<file path="src/rv_pkg.sv">
// execute pipe shared types
`default_nettype none

package rv_pkg;

  // data ram geometry
  localparam int DMEM_WORDS = 64;
  localparam int DMEM_AW = 6;

  // data and address word
  typedef logic [63:0] reg_t;

  // register file index
  typedef logic [4:0] rd_addr_t;

  // word index into the data ram
  typedef logic [DMEM_AW-1:0] dmem_addr_t;

  typedef enum logic [3:0] {
    ALU_ADD      = 4'd0,
    ALU_SUB      = 4'd1,
    ALU_SLL      = 4'd2,
    ALU_SLT      = 4'd3,
    ALU_SLTU     = 4'd4,
    ALU_XOR      = 4'd5,
    ALU_SRL      = 4'd6,
    ALU_SRA      = 4'd7,
    ALU_OR       = 4'd8,
    ALU_AND      = 4'd9,
    ALU_PASS_OP2 = 4'd10
  } alu_op_e;

  typedef enum logic [3:0] {
    BJ_NONE = 4'd0,
    BJ_BEQ  = 4'd1,
    BJ_BNE  = 4'd2,
    BJ_BLT  = 4'd3,
    BJ_BGE  = 4'd4,
    BJ_BLTU = 4'd5,
    BJ_BGEU = 4'd6,
    BJ_JAL  = 4'd7,
    BJ_JALR = 4'd8
  } bj_op_e;

  // lbu/lhu/lwu zero extend, the rest sign extend
  typedef enum logic [2:0] {
    LD_NONE = 3'd0,
    LD_LB   = 3'd1,
    LD_LH   = 3'd2,
    LD_LW   = 3'd3,
    LD_LD   = 3'd4,
    LD_LBU  = 3'd5,
    LD_LHU  = 3'd6,
    LD_LWU  = 3'd7
  } load_op_e;

  typedef enum logic [2:0] {
    ST_NONE = 3'd0,
    ST_SB   = 3'd1,
    ST_SH   = 3'd2,
    ST_SW   = 3'd3,
    ST_SD   = 3'd4
  } save_op_e;

endpackage

`default_nettype wire

</file>
<file path="src/ex_stage_alu.sv">
// execute stage alu
`timescale 1ns/10ps
`default_nettype none

module ex_stage_alu (
  input  wire rv_pkg::reg_t    op1,
  input  wire rv_pkg::reg_t    op2,
  input  wire rv_pkg::alu_op_e alu_op,
  input  wire                  is_word_opt,
  output rv_pkg::reg_t         alu_result,
  output logic                 eq,
  output logic                 lt,
  output logic                 ltu
);

  logic [5:0]   shamt64;
  logic [4:0]   shamt32;
  logic [31:0]  op1_w;
  logic [31:0]  op2_w;
  rv_pkg::reg_t res64;
  logic [31:0]  res32;

  assign shamt64 = op2[5:0];
  assign shamt32 = op2[4:0];
  assign op1_w = op1[31:0];
  assign op2_w = op2[31:0];

  // flags always see the full operands
  assign eq  = (op1 == op2);
  assign lt  = ($signed(op1) < $signed(op2));
  assign ltu = (op1 < op2);

  always_comb begin
    case (alu_op)
      rv_pkg::ALU_ADD:      res64 = op1 + op2;
      rv_pkg::ALU_SUB:      res64 = op1 - op2;
      rv_pkg::ALU_SLL:      res64 = op1 << shamt64;
      rv_pkg::ALU_SLT:      res64 = {63'd0, lt};
      rv_pkg::ALU_SLTU:     res64 = {63'd0, ltu};
      rv_pkg::ALU_XOR:      res64 = op1 ^ op2;
      rv_pkg::ALU_SRL:      res64 = op1 >> shamt64;
      rv_pkg::ALU_SRA:      res64 = $signed(op1) >>> shamt64;
      rv_pkg::ALU_OR:       res64 = op1 | op2;
      rv_pkg::ALU_AND:      res64 = op1 & op2;
      rv_pkg::ALU_PASS_OP2: res64 = op2;
      default:              res64 = '0;
    endcase
  end

  // word variants on the low halves
  always_comb begin
    case (alu_op)
      rv_pkg::ALU_ADD:      res32 = op1_w + op2_w;
      rv_pkg::ALU_SUB:      res32 = op1_w - op2_w;
      rv_pkg::ALU_SLL:      res32 = op1_w << shamt32;
      rv_pkg::ALU_SLT:      res32 = {31'd0, $signed(op1_w) < $signed(op2_w)};
      rv_pkg::ALU_SLTU:     res32 = {31'd0, op1_w < op2_w};
      rv_pkg::ALU_XOR:      res32 = op1_w ^ op2_w;
      rv_pkg::ALU_SRL:      res32 = op1_w >> shamt32;
      rv_pkg::ALU_SRA:      res32 = $signed(op1_w) >>> shamt32;
      rv_pkg::ALU_OR:       res32 = op1_w | op2_w;
      rv_pkg::ALU_AND:      res32 = op1_w & op2_w;
      rv_pkg::ALU_PASS_OP2: res32 = op2_w;
      default:              res32 = '0;
    endcase
  end

  assign alu_result = is_word_opt ? {{32{res32[31]}}, res32} : res64;

endmodule

`default_nettype wire

</file>
<file path="src/ex_stage_bj.sv">
// branch and jump resolution
`timescale 1ns/10ps
`default_nettype none

module ex_stage_bj (
  input  wire rv_pkg::bj_op_e bj_op,
  input  wire                 valid,
  input  wire                 eq,
  input  wire                 lt,
  input  wire                 ltu,
  input  wire rv_pkg::reg_t   now_pc,
  input  wire rv_pkg::reg_t   exe_op1,
  input  wire rv_pkg::reg_t   jmp_imm,
  output logic                bj_ena,
  output rv_pkg::reg_t        new_pc
);

  logic         taken;
  rv_pkg::reg_t jalr_sum;

  always_comb begin
    case (bj_op)
      rv_pkg::BJ_BEQ:  taken = eq;
      rv_pkg::BJ_BNE:  taken = !eq;
      rv_pkg::BJ_BLT:  taken = lt;
      rv_pkg::BJ_BGE:  taken = !lt;
      rv_pkg::BJ_BLTU: taken = ltu;
      rv_pkg::BJ_BGEU: taken = !ltu;
      rv_pkg::BJ_JAL:  taken = 1'b1;
      rv_pkg::BJ_JALR: taken = 1'b1;
      default:         taken = 1'b0;
    endcase
  end

  assign bj_ena = valid && taken;

  // jalr target drops bit 0
  assign jalr_sum = exe_op1 + jmp_imm;
  assign new_pc = (bj_op == rv_pkg::BJ_JALR) ? {jalr_sum[63:1], 1'b0} : now_pc + jmp_imm;

endmodule

`default_nettype wire

</file>
<file path="src/ex_stage.sv">
// execute stage
`timescale 1ns/10ps
`default_nettype none

module ex_stage (
  input  wire                   clk,
  input  wire                   rst,
  input  wire                   id_ex_valid,
  output logic                  ex_allowin,
  input  wire                   mem_allowin,
  output logic                  ex_mem_valid,
  input  wire rv_pkg::reg_t     pc_in,
  input  wire rv_pkg::reg_t     op1_src,
  input  wire rv_pkg::reg_t     op2_src,
  input  wire rv_pkg::alu_op_e  alu_op,
  input  wire                   is_word_opt,
  input  wire rv_pkg::bj_op_e   bj_op,
  input  wire rv_pkg::reg_t     jmp_imm,
  input  wire rv_pkg::load_op_e load_op_in,
  input  wire rv_pkg::save_op_e save_op_in,
  input  wire rv_pkg::reg_t     mem_wr_src_in,
  input  wire                   rd_ena_in,
  input  wire rv_pkg::rd_addr_t rd_addr_in,
  output rv_pkg::reg_t          pc_out,
  output rv_pkg::load_op_e      load_op_out,
  output rv_pkg::save_op_e      save_op_out,
  output rv_pkg::reg_t          mem_wr_src_out,
  output logic                  rd_ena_out,
  output rv_pkg::rd_addr_t      rd_addr_out,
  output rv_pkg::reg_t          ex_data,
  output logic                  bj_ena,
  output rv_pkg::reg_t          new_pc
);

  logic         ex_valid;
  logic         ex_ready_go;
  logic         ex_accept;
  rv_pkg::reg_t alu_result;
  logic         alu_eq;
  logic         alu_lt;
  logic         alu_ltu;

  // single cycle stage
  assign ex_ready_go = 1'b1;
  assign ex_allowin = !ex_valid || (ex_ready_go && mem_allowin);
  assign ex_mem_valid = ex_valid && ex_ready_go;
  assign ex_accept = id_ex_valid && ex_allowin;

  always_ff @(posedge clk) begin
    if (rst) begin
      ex_valid <= 1'b0;
    end else if (ex_allowin) begin
      ex_valid <= id_ex_valid;
    end
  end

  ex_stage_alu ex_stage_alu_inst (
    .op1         (op1_src),
    .op2         (op2_src),
    .alu_op      (alu_op),
    .is_word_opt (is_word_opt),
    .alu_result  (alu_result),
    .eq          (alu_eq),
    .lt          (alu_lt),
    .ltu         (alu_ltu)
  );

  // redirect resolves in the same cycle as the inputs
  ex_stage_bj ex_stage_bj_inst (
    .bj_op   (bj_op),
    .valid   (id_ex_valid),
    .eq      (alu_eq),
    .lt      (alu_lt),
    .ltu     (alu_ltu),
    .now_pc  (pc_in),
    .exe_op1 (op1_src),
    .jmp_imm (jmp_imm),
    .bj_ena  (bj_ena),
    .new_pc  (new_pc)
  );

  always_ff @(posedge clk) begin
    if (ex_accept) begin
      pc_out         <= pc_in;
      load_op_out    <= load_op_in;
      save_op_out    <= save_op_in;
      mem_wr_src_out <= mem_wr_src_in;
      rd_ena_out     <= rd_ena_in;
      rd_addr_out    <= rd_addr_in;
      ex_data        <= alu_result;
    end
  end

endmodule

`default_nettype wire

</file>
<file path="config.mk">
export PLATFORM = sky130hd
export DESIGN_NAME = ex_stage
export DESIGN_NICKNAME = d
export VERILOG_FILES = /design/src/rv_pkg.sv /design/src/ex_stage_alu.sv /design/src/ex_stage_bj.sv /design/src/ex_stage.sv
export SDC_FILE = /design/constraint.sdc
export NUM_CORES = 2
export LEC_CHECK = 0
export BUFFER_PORTS_ARGS = -buffer_cell sky130_fd_sc_hd__buf_2
export CORE_MARGIN = 2
export CORE_UTILIZATION = 35
export DETAILED_ROUTE_END_ITERATION = 6
export PLACE_DENSITY = 0.64
export SLEW_MARGIN = 5
export SYNTH_ARGS = -nofsm -noshare
export SYNTH_HDL_FRONTEND = slang
export SYNTH_HIERARCHICAL = 1
export SYNTH_SLANG_ARGS = --single-unit
</file>
<file path="constraint.sdc">
create_clock -name clk -period 8.1 [get_ports clk]
set_clock_uncertainty 0.05 [all_clocks]
set_input_delay 1.215 -clock clk [delete_from_list [all_inputs] [get_ports clk]]
set_output_delay 1.215 -clock clk [all_outputs]
set_load 0.1 [all_outputs]
</file>
==> results.rst <==
.. list-table::
   :header-rows: 1

   * - Metric
     - Value
   * - Clock transition at the register clock pins on the worst setup and hold paths after CTS
     - 60 ps
   * - Cell type of the slowest stage on the worst timing path
     - sky130_fd_sc_hd__a31oi_1
   * - Number of top-level pins
     - 616
   * - Insertion delay of the later-clocked pin in the worst-skew pair
     - 580 ps
   * - Syn_nets
     - 5,468
   * - Largest driver fanout on the critical path
     - 8
   * - Critical Path Start Type
     - primary input
   * - Post CTS Setup Buffer Count
     - 0
   * - Total count of max-transition violations in the final report
     - 0
   * - Flip-flop and latch count after synthesis
     - 205
   * - Average detailed-routed wire length per instance
     - 28.3 um
   * - Total clock buffers created by CTS
     - 25
   * - Share of the core filled with cells
     - 40.2%
   * - Top cell by count, worst path
     - sky130_fd_sc_hd__a21oi_1
   * - Number of levels the H-tree was split into
     - 1
   * - Cell with the most instances after synthesis
     - sky130_fd_sc_hd__a21oi_1
   * - Element type at the critical path end
     - output pin
   * - Path depth of the worst reg2reg path
     - 4
   * - Area taken by flip-flops and latches
     - 6150 um2
   * - Maximum clock frequency
     - 131 MHz
   * - PnR worst setup slack
     - 474 ps
   * - Post-route setup TNS
     - 0 ps
   * - Max-slew headroom at the worst pin
     - 10.4%
   * - Core outline area
     - 102,000 um2
   * - CTS sink cnt
     - 205
   * - Average footprint of a synthesized cell
     - 7.50 um2
   * - Yosys warns
     - 6
   * - Number of synthesized flops with an enable pin
     - 204
   * - Maximum buffer depth of the clock tree
     - 3
   * - Cell at the root of the clock tree
     - sky130_fd_sc_hd__clkbuf_16
   * - Area Growth Syn to Fin
     - 14.1%
   * - Synth area leader
     - sky130_fd_sc_hd__edfxtp_1
   * - Total number of nets in the final design
     - 5,871
   * - Leak pwr
     - 17.7 nW
   * - Max-capacitance violation count
     - 0
   * - Post-synth top cells
     - sky130_fd_sc_hd__a21oi_1, sky130_fd_sc_hd__nor2_1, sky130_fd_sc_hd__nand2_1
   * - Die width
     - 324 um
   * - First-pass GRT wire length
     - 269 mm
   * - Count of input and output buffers
     - 615
   * - Die area
     - 105,000 um2
   * - Synth unique cells
     - 117
   * - Hold Startpoint
     - ex_mem_valid
   * - Fillers
     - 10,776
   * - Routability Congestion
     - 1.08
   * - Destination of the worst hold path
     - ex_mem_valid
   * - Cell breakdown of the critical path
     - buf_2 -> inv_1 -> ha_1 -> inv_1 -> fa_1 -> nor2b_1 -> o21ai_1 -> a211oi_1 -> a211o_1 -> o211ai_2 -> nand4_1 -> a31oi_1 -> a21oi_1 -> nor2_1 -> o21ai_0 -> o21ai_0 -> nor2_1 -> a21oi_1 -> a21oi_1 -> nor3_1 -> o21a_1 -> buf_12
   * - Top flip-flop cell by instance count after synthesis
     - sky130_fd_sc_hd__edfxtp_1
   * - Power per cell area
     - 158 nW/um2
   * - Largest incremental delay on the critical path
     - 510 ps
   * - Pin count of the biggest net entering global routing
     - 169
   * - Gate count of the mapped netlist
     - 4,794
   * - Half-perimeter wire length of the detailed placement result
     - 146 mm
   * - Failing checks
     - DRC
   * - Die Height
     - 324 um
   * - Endpoint of the worst register-to-register path
     - ex_data[26]
   * - Hold Crit Class
     - reg -> reg
   * - Register-to-Register Setup Slack
     - 5810 ps
   * - Inst Count DP
     - 6,538
   * - Outcome
     - finished, violations left
   * - Hold Path Stages
     - 2
   * - Hold Fails Final Rpt
     - 0
   * - Critical R2R Launch
     - ex_mem_valid
   * - Number of resized instances in the post-cts repair step
     - 0
   * - Initial antenna violation count
     - 18
   * - Initial Util
     - 35.3%
   * - RSZ-0062 raised after global routing
     - no
   * - Minimum setup slack after placement
     - 703 ps
   * - Maximum vdd ir drop
     - 177 uV
   * - Proportion of register bits with asynchronous set or reset after synthesis
     - 0%
   * - Finished Layout Cells
     - 6,594
   * - Detail Route Antenna Nets
     - 0
   * - GR Overflow Total
     - 0
   * - Actual transition at the worst max-transition pin
     - 1330 ps
   * - Vias in the first global route
     - 39,294
   * - Required time at the endpoint of the critical path
     - 6840 ps
   * - Share of post-route cells with drive strength above 1
     - 18.3%
   * - Category of the critical setup timing path
     - in -> out
   * - Via count normalized by instance count
     - 6.40
   * - WP data arrival
     - 6360 ps
   * - # rows
     - 117
   * - Post-synthesis sequential area ratio
     - 17.1%
   * - Netlist Area Pre-Place
     - 35,900 um2
   * - Part of the cycle the worst path needs
     - 94.1%
   * - Main area contributors after synthesis
     - sky130_fd_sc_hd__edfxtp_1, sky130_fd_sc_hd__ha_1, sky130_fd_sc_hd__a21oi_1
   * - Routed via count
     - 42,175
   * - Final number of setup-violating endpoints
     - 0
   * - Count of hold buffers inserted by post-cts repair
     - 0
   * - First drt pass iteration count
     - 7
   * - Proportion of netlist area held by the largest area contributor
     - 17.0%
   * - CTS tree
     - done
   * - DRT iter0 DRCs
     - 5,762
   * - Shortest period the worst path allows
     - 7630 ps
   * - Aggregate routed wire length
     - 186 mm
   * - Residual DRC
     - 2
   * - Post-Route Hold Slack
     - 462 ps
   * - Overall fraction of global-route tracks in use
     - 33.5%
   * - Combined area of the multi-input logic cells
     - 27,400 um2
## logic make-up (layout without fill, tap and decap cells)
logic type	Yosys count	after routing	share of synthesized area (%)
mux	250	250	9.93
simple gates	1469	1469	18.3
fa+ha+maj	329	329	11.5
compound gates	1831	1831	33.0
xor+xnor	136	136	3.31
other cells	0	10	0
flops	205	205	17.1
buf+inv	574	996	6.81
## layout by cell type (no fill, tap or decap), drive strengths merged, types with 66 or more instances in the layout
cell    netlist  final
buf         132    718
a21oi       545    545
nand2       501    501
nor2        501    501
o21ai       434    434
ha          325    325
inv         230    235
edfxtp      204    204
mux2i       139    139
a21o        120    120
nand3        98     98
nor3         76     76
xnor2        75     75
mux4         75     75
a221oi       70     70
a211oi       66     66
## registers in the layout, summed over array words and instances, names as in the netlist
| signal | flops |
|---|---|
| rd_addr_out | 5 |
| load_op_out | 3 |
| ex_mem_valid | 1 |
| pc_out | 64 |
| ex_data | 64 |
| rd_ena_out | 1 |
| save_op_out | 3 |
| mem_wr_src_out | 64 |
## metal layers
| layer | GRT usage [%] | part of all wire [%] | up-vias |
|---|---|---|---|
| met3 | 5.84 | 9.2 | 564 |
| met1 | 42.7 | 39 | 20127 |
| li1 | - | - | 18835 |
| met2 | 52.5 | 44 | 2633 |
| met4 | 20.9 | 7.6 | 16 |
| met5 | 0 | 0.058 | - |
## power breakdown
group | switching, mW | total (mW) | leakage [nW] | internal [mW]
Clock | 0.507 | 1.27 | 0.438 | 0.760
Sequential | 0.0182 | 1.29 | 2.00 | 1.27
Combinational | 2.92 | 3.91 | 15.2 | 0.988
Total | 3.44 | 6.46 | 17.7 | 3.02
## how the worst max path moves through the flow
stage | endpoint | cells after the start | startpoint | slack [ps]
2_1_floorplan | new_pc[56] | 14 | jmp_imm[0] | 680
3_3_place_gp | bj_ena | 22 | op1_src[0] | 760
3_5_place_dp | bj_ena | 22 | op1_src[0] | 700
4_1_cts | bj_ena | 22 | op1_src[0] | 670
5_1_grt | bj_ena | 20 | op1_src[6] | 330
6_report | bj_ena | 22 | op1_src[0] | 470
## cell type report
cell class	count	area share (%)
flip-flops and latches	205	15.0
diodes	10	0.0610
repair buffers	718	9.59
clock inverters	19	0.656
clock buffers	27	1.54
well taps	1368	4.17
multi-input cells	4015	66.9
inverters	232	2.13
## per-stage QoR
stage                     instance area, um2  total power, mW
after floorplan                        35900             4.08
after global placement                 40100             5.12
after detailed placement               40100             5.12
after CTS                              41000             6.42
after global routing                   41000             6.72
final                                  41000             6.46
## critical path, delay by kind of cell
family                   cells  cell delay (ps)
AO/OA/AOI/OAI               11             2780
adder cells (fa/ha/maj)      2              590
buffers and inverters        4              540
AND/OR/NAND/NOR              5             1240
(Power assumes the default switching activity.)
